$ cat src/hw/mipsCtrl_defines.svh
`ifndef MIPSCTRL_DEFINES_SVH
`define MIPSCTRL_DEFINES_SVH

// instruction fields
`define OP_WIDTH      6   // bits 31:26
`define FUNC_WIDTH    6   // bits 5:0 under R-type

// control codes
`define ALUCTR_WIDTH  5
`define EXTOP_WIDTH   2   // zero, sign or upper-half immediate

`endif

$ cat src/hw/mipsCtrlPkg.sv
`include "mipsCtrl_defines.svh"

package mipsCtrlPkg;

    typedef enum logic [`OP_WIDTH-1:0]
    {
        OP_RTYPE  = 6'b000000,
        OP_REGIMM = 6'b000001,   // bgez / bltz, selected by rt
        OP_J      = 6'b000010,
        OP_JAL    = 6'b000011,
        OP_BEQ    = 6'b000100,
        OP_BNE    = 6'b000101,
        OP_BLEZ   = 6'b000110,
        OP_BGTZ   = 6'b000111,
        OP_ADDI   = 6'b001000,
        OP_ADDIU  = 6'b001001,
        OP_SLTI   = 6'b001010,
        OP_SLTIU  = 6'b001011,
        OP_ANDI   = 6'b001100,
        OP_ORI    = 6'b001101,
        OP_XORI   = 6'b001110,
        OP_LUI    = 6'b001111,
        OP_LW     = 6'b100011,
        OP_SW     = 6'b101011
    } opcode_e;

    typedef enum logic [`FUNC_WIDTH-1:0]
    {
        FN_SLL  = 6'b000000,
        FN_SRL  = 6'b000010,
        FN_SRA  = 6'b000011,
        FN_SLLV = 6'b000100,
        FN_SRLV = 6'b000110,
        FN_SRAV = 6'b000111,
        FN_JR   = 6'b001000,
        FN_JALR = 6'b001001,
        FN_ADD  = 6'b100000,
        FN_ADDU = 6'b100001,
        FN_SUB  = 6'b100010,
        FN_SUBU = 6'b100011,
        FN_AND  = 6'b100100,
        FN_OR   = 6'b100101,
        FN_XOR  = 6'b100110,
        FN_NOR  = 6'b100111,
        FN_SLT  = 6'b101010,
        FN_SLTU = 6'b101011
    } funct_e;

    typedef enum logic [`ALUCTR_WIDTH-1:0]
    {
        ALU_ADD  = 5'd0,
        ALU_ADDU = 5'd1,
        ALU_SUB  = 5'd2,
        ALU_SUBU = 5'd3,
        ALU_AND  = 5'd4,
        ALU_OR   = 5'd5,
        ALU_XOR  = 5'd6,
        ALU_SLL  = 5'd8,
        ALU_SRL  = 5'd9,
        ALU_SRA  = 5'd11,
        ALU_SLT  = 5'd12,
        ALU_SLTU = 5'd13,
        ALU_NOR  = 5'd14,
        ALU_SLLV = 5'd15,
        ALU_SRLV = 5'd16,
        ALU_SRAV = 5'd18,
        ALU_LUI  = 5'd30,
        ALU_NONE = 5'd31    // result not used
    } aluCtr_e;

    typedef enum logic [`EXTOP_WIDTH-1:0]
    {
        EXT_ZERO  = 2'd0,
        EXT_SIGN  = 2'd1,
        EXT_UPPER = 2'd2    // imm placed in bits 31:16
    } extOp_e;

endpackage

$ cat src/hw/aluControl.sv
`timescale 1ns/1ps
`include "mipsCtrl_defines.svh"

module aluControl
(
    input  logic                   rType,
    input  logic                   immRegWr,
    input  logic                   opValid,
    input  logic [`FUNC_WIDTH-1:0] func,
    input  mipsCtrlPkg::aluCtr_e   immAluCtr,
    output mipsCtrlPkg::aluCtr_e   aluCtr,
    output logic                   regWr,
    output logic                   rTypeJump,
    output logic                   rTypeLink,
    output logic                   illegal
);

    import mipsCtrlPkg::*;

    aluCtr_e rAluCtr;
    logic    rRegWr;
    logic    rJump;
    logic    rLink;
    logic    funcValid;

    // R-type function decode
    always_comb
    begin
        rAluCtr   = ALU_NONE;
        rRegWr    = 1'b1;
        rJump     = 1'b0;
        rLink     = 1'b0;
        funcValid = 1'b1;

        case (funct_e'(func))
            FN_ADD:  rAluCtr = ALU_ADD;
            FN_ADDU: rAluCtr = ALU_ADDU;
            FN_SUB:  rAluCtr = ALU_SUB;
            FN_SUBU: rAluCtr = ALU_SUBU;
            FN_AND:  rAluCtr = ALU_AND;
            FN_OR:   rAluCtr = ALU_OR;
            FN_XOR:  rAluCtr = ALU_XOR;
            FN_NOR:  rAluCtr = ALU_NOR;
            FN_SLT:  rAluCtr = ALU_SLT;
            FN_SLTU: rAluCtr = ALU_SLTU;
            FN_SLL:  rAluCtr = ALU_SLL;    // shamt form
            FN_SRL:  rAluCtr = ALU_SRL;
            FN_SRA:  rAluCtr = ALU_SRA;
            FN_SLLV: rAluCtr = ALU_SLLV;   // rs form
            FN_SRLV: rAluCtr = ALU_SRLV;
            FN_SRAV: rAluCtr = ALU_SRAV;
            FN_JR:
            begin
                rRegWr = 1'b0;
                rJump  = 1'b1;
            end
            FN_JALR:
            begin
                rJump = 1'b1;
                rLink = 1'b1;   // link into rd
            end
            default:
            begin
                rRegWr    = 1'b0;
                funcValid = 1'b0;
            end
        endcase
    end

    // func only counts under R-type
    assign illegal = ~opValid | (rType & ~funcValid);

    always_comb
    begin
        if (illegal)
        begin
            aluCtr    = ALU_NONE;
            regWr     = 1'b0;
            rTypeJump = 1'b0;
            rTypeLink = 1'b0;
        end
        else if (rType)
        begin
            aluCtr    = rAluCtr;
            regWr     = rRegWr;
            rTypeJump = rJump;
            rTypeLink = rLink;
        end
        else
        begin
            aluCtr    = immAluCtr;
            regWr     = immRegWr;
            rTypeJump = 1'b0;
            rTypeLink = 1'b0;
        end
    end

endmodule

$ cat src/hw/controlUnit.sv
`timescale 1ns/1ps
`include "mipsCtrl_defines.svh"

module controlUnit
(
    input  logic [`OP_WIDTH-1:0]   op,
    input  logic [`FUNC_WIDTH-1:0] func,
    output logic                   branch,
    output logic                   jump,
    output logic                   regDst,
    output logic                   aluSrc,
    output logic                   memToReg,
    output logic                   regWr,
    output logic                   memWr,
    output logic                   rType,
    output logic                   jal,
    output logic                   rTypeJump,
    output logic                   rTypeLink,
    output logic                   illegal,
    output mipsCtrlPkg::extOp_e    extOp,
    output mipsCtrlPkg::aluCtr_e   aluCtr
);

    import mipsCtrlPkg::*;

    aluCtr_e immAluCtr;
    logic    immRegWr;
    logic    opValid;
    logic    decRegDst;

    mainDecoder mainDecoder_i
    (
        .op        (op),
        .rType     (rType),
        .branch    (branch),
        .jump      (jump),
        .regDst    (decRegDst),
        .aluSrc    (aluSrc),
        .memToReg  (memToReg),
        .memWr     (memWr),
        .jal       (jal),
        .immRegWr  (immRegWr),
        .opValid   (opValid),
        .extOp     (extOp),
        .immAluCtr (immAluCtr)
    );

    aluControl aluControl_i
    (
        .rType     (rType),
        .immRegWr  (immRegWr),
        .opValid   (opValid),
        .func      (func),
        .immAluCtr (immAluCtr),
        .aluCtr    (aluCtr),
        .regWr     (regWr),
        .rTypeJump (rTypeJump),
        .rTypeLink (rTypeLink),
        .illegal   (illegal)
    );

    // undefined func under R-type clears the destination select
    assign regDst = decRegDst & ~illegal;

endmodule

$ cat src/hw/mainDecoder.sv
`timescale 1ns/1ps
`include "mipsCtrl_defines.svh"

module mainDecoder
(
    input  logic [`OP_WIDTH-1:0] op,
    output logic                 rType,
    output logic                 branch,
    output logic                 jump,
    output logic                 regDst,
    output logic                 aluSrc,
    output logic                 memToReg,
    output logic                 memWr,
    output logic                 jal,
    output logic                 immRegWr,
    output logic                 opValid,
    output mipsCtrlPkg::extOp_e  extOp,
    output mipsCtrlPkg::aluCtr_e immAluCtr
);

    import mipsCtrlPkg::*;

    always_comb
    begin
        rType     = 1'b0;
        branch    = 1'b0;
        jump      = 1'b0;
        regDst    = 1'b0;
        aluSrc    = 1'b0;
        memToReg  = 1'b0;
        memWr     = 1'b0;
        jal       = 1'b0;
        immRegWr  = 1'b0;
        opValid   = 1'b1;
        extOp     = EXT_ZERO;
        immAluCtr = ALU_NONE;

        case (opcode_e'(op))
            OP_RTYPE:
            begin
                rType  = 1'b1;
                regDst = 1'b1;   // alu code and write enable come from func
            end
            OP_ADDI:
            begin
                aluSrc    = 1'b1;
                immRegWr  = 1'b1;
                extOp     = EXT_SIGN;
                immAluCtr = ALU_ADD;
            end
            OP_ADDIU:
            begin
                aluSrc    = 1'b1;
                immRegWr  = 1'b1;
                extOp     = EXT_SIGN;
                immAluCtr = ALU_ADDU;
            end
            OP_SLTI:
            begin
                aluSrc    = 1'b1;
                immRegWr  = 1'b1;
                extOp     = EXT_SIGN;
                immAluCtr = ALU_SLT;
            end
            OP_SLTIU:
            begin
                aluSrc    = 1'b1;
                immRegWr  = 1'b1;
                extOp     = EXT_SIGN;
                immAluCtr = ALU_SLTU;
            end
            OP_ANDI:
            begin
                aluSrc    = 1'b1;
                immRegWr  = 1'b1;
                immAluCtr = ALU_AND;   // logic ops zero extend
            end
            OP_ORI:
            begin
                aluSrc    = 1'b1;
                immRegWr  = 1'b1;
                immAluCtr = ALU_OR;
            end
            OP_XORI:
            begin
                aluSrc    = 1'b1;
                immRegWr  = 1'b1;
                immAluCtr = ALU_XOR;
            end
            OP_LUI:
            begin
                aluSrc    = 1'b1;
                immRegWr  = 1'b1;
                extOp     = EXT_UPPER;
                immAluCtr = ALU_LUI;
            end
            OP_BEQ, OP_BNE:
            begin
                branch    = 1'b1;
                immAluCtr = ALU_SUB;   // compare by subtraction
            end
            OP_REGIMM, OP_BLEZ, OP_BGTZ:
            begin
                branch = 1'b1;   // sign test outside the alu
            end
            OP_LW:
            begin
                aluSrc    = 1'b1;
                memToReg  = 1'b1;
                immRegWr  = 1'b1;
                extOp     = EXT_SIGN;
                immAluCtr = ALU_ADDU;
            end
            OP_SW:
            begin
                aluSrc    = 1'b1;
                memWr     = 1'b1;
                extOp     = EXT_SIGN;
                immAluCtr = ALU_ADDU;
            end
            OP_J:
            begin
                jump = 1'b1;
            end
            OP_JAL:
            begin
                jump     = 1'b1;
                jal      = 1'b1;
                immRegWr = 1'b1;   // return address to r31
            end
            default:
            begin
                opValid = 1'b0;
            end
        endcase
    end

endmodule

$ cat config.mk
export PLATFORM = sky130hd
export DESIGN_NAME = controlUnit
export DESIGN_NICKNAME = d
export VERILOG_FILES = /design/src/hw/mipsCtrlPkg.sv /design/src/hw/aluControl.sv /design/src/hw/controlUnit.sv /design/src/hw/mainDecoder.sv
export VERILOG_INCLUDE_DIRS = /design/src /design/src/hw
export SDC_FILE = /design/constraint.sdc
export NUM_CORES = 1
export LEC_CHECK = 0
export ABC_AREA = 1
export BUFFER_PORTS_ARGS = -buffer_cell sky130_fd_sc_hd__buf_2
export CAP_MARGIN = 20
export CORE_MARGIN = 3
export CORE_UTILIZATION = 45
export DETAILED_ROUTE_END_ITERATION = 7
export PLACE_DENSITY = 0.76
export SETUP_SLACK_MARGIN = 0.3
export SYNTH_ARGS = -nofsm -noshare
export SYNTH_HDL_FRONTEND = slang
export SYNTH_SLANG_ARGS = --single-unit
$ cat constraint.sdc
create_clock -name vclk -period 1.6
set_clock_uncertainty 0.15 [all_clocks]
set_input_delay 0.16 -clock vclk [all_inputs]
set_output_delay 0.16 -clock vclk [all_outputs]
set_load 0.01 [all_outputs]
==> results.sh, run 1 <==
export IMPL_fin_crit_ns=1.60
export IMPL_layout_drive_gt1_share=0.618
export IMPL_grt_pass1_vias=1071
export IMPL_pre_cts_slack_ns=0.0183
export IMPL_syn_to_final_growth_pct=83.9
export IMPL_synth_top_family_by_area="simple AND/OR/NAND/NOR gates"
export IMPL_diodes=0
export IMPL_fin_ws_ns=-0.00494
export IMPL_hold_viol_final=0
export IMPL_crit_path_start_kind="primary input"
export IMPL_die_w_um=46.7
export IMPL_grt_max_degree=10
export IMPL_die_area_um2=2180
export IMPL_cp_max_fo=4
export IMPL_peakVddDrop_mv=0.172
export IMPL_antenna_found_initial=0
export IMPL_stdcell_area_um2=1370
export IMPL_synth_adder_area_share=0
export IMPL_finalSetupViolCount=1
export IMPL_synth_area_um2=746
export IMPL_ys_seq_area_frac=0
export IMPL_ios=31
export IMPL_drv_slew=0
export IMPL_violations="setup timing"
export IMPL_slew_headroom=0.825
export IMPL_synth_area_leaders="nand2_1 22%, nand3_1 16%, nor2_1 11%"
export IMPL_drc=0
export IMPL_wire_per_inst_um=18.8
export IMPL_p_per_area_nw_per_um2=236
export IMPL_ys_warn_count=0
export IMPL_core_um2=1540
export IMPL_seq_area_um2=0
export IMPL_synth_largest_area_cell="nand2_1"
export IMPL_run_status="finished, violations left"
export IMPL_start_util=0.484
export IMPL_num_vias=1388
export IMPL_ant_nets=0
export IMPL_gp_congestion=0.990
export IMPL_dr_pass1_iters=5
export IMPL_grt_use_total=0.290
export IMPL_min_period_over_period=1.00
export IMPL_nClkBuffers=0
export IMPL_cellLeakagePower_nw=0.768
export IMPL_viasPerCell=6.22
export IMPL_syn_inst=153
export IMPL_synth_nets=165
export IMPL_end_kind="output pin"
export IMPL_critPathKind="in -> out"
export IMPL_synth_compound_area_frac=0.0789
export IMPL_worstPathArrival_ns=1.29
export IMPL_rsz0062_at_grt="true"
export IMPL_grt_pass1_wl_mm=4.71
export IMPL_synth_xor_area_frac=0
export IMPL_drt_iter0_markers=129
export IMPL_placed_area_um2=928
export IMPL_syn_avg_cell_area_um2=4.87
export IMPL_critPathRequiredTime_ns=1.29
export IMPL_holdCritPathClass="in -> out"
export IMPL_design_seq_count=0
export IMPL_power_total_mw=0.323
export IMPL_io_buffers=31
export IMPL_dieHeight_um=46.7
export IMPL_maxCapViolCount=0
export IMPL_rows=14
export IMPL_fmax_mhz=623
export IMPL_synth_top_area_frac=0.221
export IMPL_yosys_area_share_simple=0.789
export IMPL_synthMuxAreaShare=0
export IMPL_finalNetCount=221
export IMPL_place_hpwl_mm=1.75
export IMPL_final_core_util=0.890
export IMPL_netlist_cell_type_count=19
export IMPL_worst_slew_pin_slew_ns=0.261
export IMPL_routed_wirelength_mm=4.19
export IMPL_grt_overflow=0
[area by class of cell]
cell class	instances	area, um2
fillers	80	170
inverters	24	105
multi-input cells	129	842
well taps	16	20.0
repair buffers	53	399
repair inverters	1	5.00
[path summary, 6_finish.rpt]
kind | startpoint | to | slack (ns) | cells after the start
worst max-delay path | op[0] | rTypeJump | -0.005 | 10
worst min-delay path | op[4] | memWr | 0.46 | 3
[worst max-delay path, cell delays in order]
cell and delay, ns:
clkbuf_4 0.16, inv_2 0.07, nor2_4 0.13, nand3_1 0.15, nand2_1 0.11, nor2_1 0.06, nand3_2 0.09, nand3_2 0.09
nor2_1 0.13, buf_2 0.15
[kinds of logic (layout without fill, tap and decap cells)]
family	after synthesis	in the layout
AOI/OAI and AO/OA	11	11
buffers and inverters	25	78
and+or+nand+nor	117	118
[power breakdown]
| part | switching [mW] | internal, mW |
|---|---|---|
| clock network | 0 | 0 |
| registers | 0 | 0 |
| logic | 0.197 | 0.126 |
| total | 0.197 | 0.126 |
[timing repair]
action | CTS | global route
pin swaps | 23 | 25
hold buffers | 0 | 0
gates cloned | 1 | 1
resized for setup | 55 | 33
buffers inserted | 9 | 11
hold endpoints to repair | 0 | 0
endpoints found under the setup margin | 11 | 12
[layout by cell type (no fill, tap or decap), types with 5 or more instances in the layout]
master	count
nand2_1	30
buf_4	23
buf_2	20
nand2_2	18
nand3_1	15
nor2_4	12
inv_1	12
nand3_2	12
nor2_1	11
nor2_2	11
inv_2	7
a21oi_1	5
buf_6	5
[cell usage after synthesis, drive strengths merged]
cell type and n:
a21oi 5, and3 1, buf 1, clkinv 1, inv 23, nand2 49, nand3 31, nor2 33
nor3 2, nor4 1, o21ai 6
[metal layers]
layer,up-vias,global-route usage,wire (um)
met5,-,0,0
met4,0,0.0663,194
met3,32,0.0156,397
met2,133,0.500,2040
met1,620,0.393,1560
li1,603,-,-
[through the flow]
stage	setup TNS, ns	hold WS, ns	instances
2_1_floorplan	0	0.224	153
3_3_place_gp	0	0.490	201
3_5_place_dp	0	0.495	201
4_1_cts	0	0.437	211
5_1_grt	-0.0356	0.459	223
6_report	-0.00494	0.458	223
No activity file was read; power rests on OpenSTA's default activity.
==> inputs of run 2 (changes only) <==
ABC_AREA = 0   (was 1)
ABC_CLOCK_PERIOD_IN_PS = 1600   (was unset)
CORE_AREA = 3 3 40 42   (was unset)
CORE_MARGIN = unset   (was 3)
CORE_UTILIZATION = unset   (was 45)
DIE_AREA = 0 0 43 45   (was unset)
==> results.sh, run 2 <==
export IMPL_dr_wl_met3_um=347
export IMPL_finalNetCount=162
export IMPL_holdPathEnd="memWr"
export IMPL_syn_to_final_growth_pct=109
export IMPL_drt_iter0_markers=93
export IMPL_grt_max_degree=12
export IMPL_peakVddDrop_mv=0.184
export IMPL_grt_use_total=0.261
export IMPL_ys_warn_count=0
export IMPL_layout_drive_gt1_share=0.608
export IMPL_seq_area_um2=0
export IMPL_synth_largest_area_cell="a21oi_1"
export IMPL_ant_nets=0
export IMPL_rsz0062_at_grt="true"
export IMPL_antenna_found_initial=0
export IMPL_io_buffers=31
export IMPL_critPathRequiredTime_ns=1.29
export IMPL_cellLeakagePower_nw=0.509
export IMPL_violations="setup timing"
export IMPL_fin_ws_ns=-0.180
export IMPL_grt_pass1_vias=873
export IMPL_drc=0
export IMPL_netlist_cell_type_count=31
export IMPL_critPathKind="in -> out"
export IMPL_wire_per_inst_um=21.3
export IMPL_die_area_um2=1940
export IMPL_synth_most_common_cell="nor2_1"
export IMPL_synth_top_area_frac=0.108
export IMPL_holdCritPathClass="in -> out"
export IMPL_grt_overflow=0
export IMPL_fmax_mhz=562
export IMPL_worst_slew_pin_slew_ns=0.436
export IMPL_finalSetupViolCount=10
export IMPL_hold_viol_final=0
export IMPL_cp_max_fo=4
export IMPL_place_hpwl_mm=1.50
export IMPL_synth_area_leaders="a21oi_1 11%, nor2_1 9.4%, nand2_1 6.1%"
export IMPL_syn_inst=98
export IMPL_p_per_area_nw_per_um2=248
export IMPL_final_core_util=0.907
export IMPL_end_kind="output pin"
export IMPL_fin_crit_ns=1.78
export IMPL_nClkBuffers=0
export IMPL_setup_tns_ns=-1.13
export IMPL_start_util=0.433
export IMPL_hold_start="op[2]"
export IMPL_dieHeight_um=45
export IMPL_placed_area_um2=820
export IMPL_routed_wirelength_mm=3.47
export IMPL_layout_commonest_cell="buf_2"
export IMPL_wl_met1_mm=1.26
export IMPL_ys_seq_area_frac=0
export IMPL_dr_wl_met2_mm=1.63
export IMPL_core_um2=1280
export IMPL_rows=13
export IMPL_dr_max_layer_used="met4"
export IMPL_syn_avg_cell_area_um2=5.68
export IMPL_worstPathArrival_ns=1.47
export IMPL_min_period_over_period=1.11
export IMPL_grt_pass1_wl_mm=4.01
export IMPL_synth_nets=110
export IMPL_die_w_um=43
export IMPL_drv_slew=0
export IMPL_fin_cells=163
export IMPL_dp_cells=151
export IMPL_run_status="finished, violations left"
export IMPL_viasPerCell=6.58
export IMPL_n_fill_cell=51
export IMPL_maxCapViolCount=0
export IMPL_synth_area_um2=557
export IMPL_slew_headroom=0.707
export IMPL_dr_pass1_iters=4
export IMPL_stdcell_area_um2=1170
export IMPL_holdPathStages=4
export IMPL_synth_common_cells="14 x nor2_1, 12 x a21oi_1, 9 x nand2_1"
export IMPL_design_seq_count=0
export IMPL_final_cell_mix="23 x buf_2, 22 x buf_4, 14 x buf_6"
export IMPL_ios=31
export IMPL_power_total_mw=0.290
export IMPL_gp_congestion=0.835
export IMPL_crit_path_start_kind="primary input"
export IMPL_num_vias=1072
export IMPL_diodes=0
run 2: what timing repair did:
item | in CTS | in global routing
setup endpoints to repair | 16 | 17
gates resized for setup | 27 | 23
pin swaps | 11 | 9
buffers inserted | 5 | 7
hold buffers | 0 | 0
run 2: power by group:
group          switching [mW]  total [mW]  internal [mW]
Sequential                  0           0              0
Clock                       0           0              0
Combinational           0.159       0.290          0.130
Total                   0.159       0.290          0.130
run 2: how the worst max path moves through the flow:
stage	cells past startpoint	end	from
after floorplan	6	aluCtr[3]	op[5]
after global routing	6	aluCtr[3]	op[4]
after detailed placement	6	aluCtr[3]	op[4]
final	6	aluCtr[3]	op[4]
after CTS	6	aluCtr[3]	op[5]
after global placement	6	aluCtr[3]	op[4]
run 2: cell families (layout without fill, tap and decap cells):
kind of cell,after synthesis,in the layout,share of synthesized area
XOR/XNOR,2,2,0.0315
AO/OA/AOI/OAI,27,27,0.303
multiplexers,1,1,0.0202
AND/OR/NAND/NOR,52,52,0.506
buffers and inverters,16,66,0.139
run 2: critical path: stages:
cell	delay (ns)
buf_6	0.09
or3_4	0.38
or3_4	0.44
nor4_4	0.14
o21ai_1	0.10
buf_2	0.15
run 2: per-stage QoR:
stage                     worst slack [ns]  hold WS (ns)
after floorplan                     -0.110         0.288
after detailed placement            -0.156         0.591
after CTS                           -0.152         0.550
after global placement              -0.145         0.587
final                               -0.180         0.568
after global routing                -0.223         0.585
run 2: layout make-up:
class	instances	area (um2)	area share
multi-input cells	82	657	0.563
repair buffers	61	468	0.401
inverters	5	22.5	0.0193
well taps	15	18.8	0.0161
run 2: layer usage:
| layer | vias up | global-route usage |
|---|---|---|
| met2 | 105 | 0.506 |
| met4 | 0 | 0.0361 |
| met1 | 482 | 0.319 |
| li1 | 456 | - |
| met3 | 29 | 0.0239 |
| met5 | - | 0 |
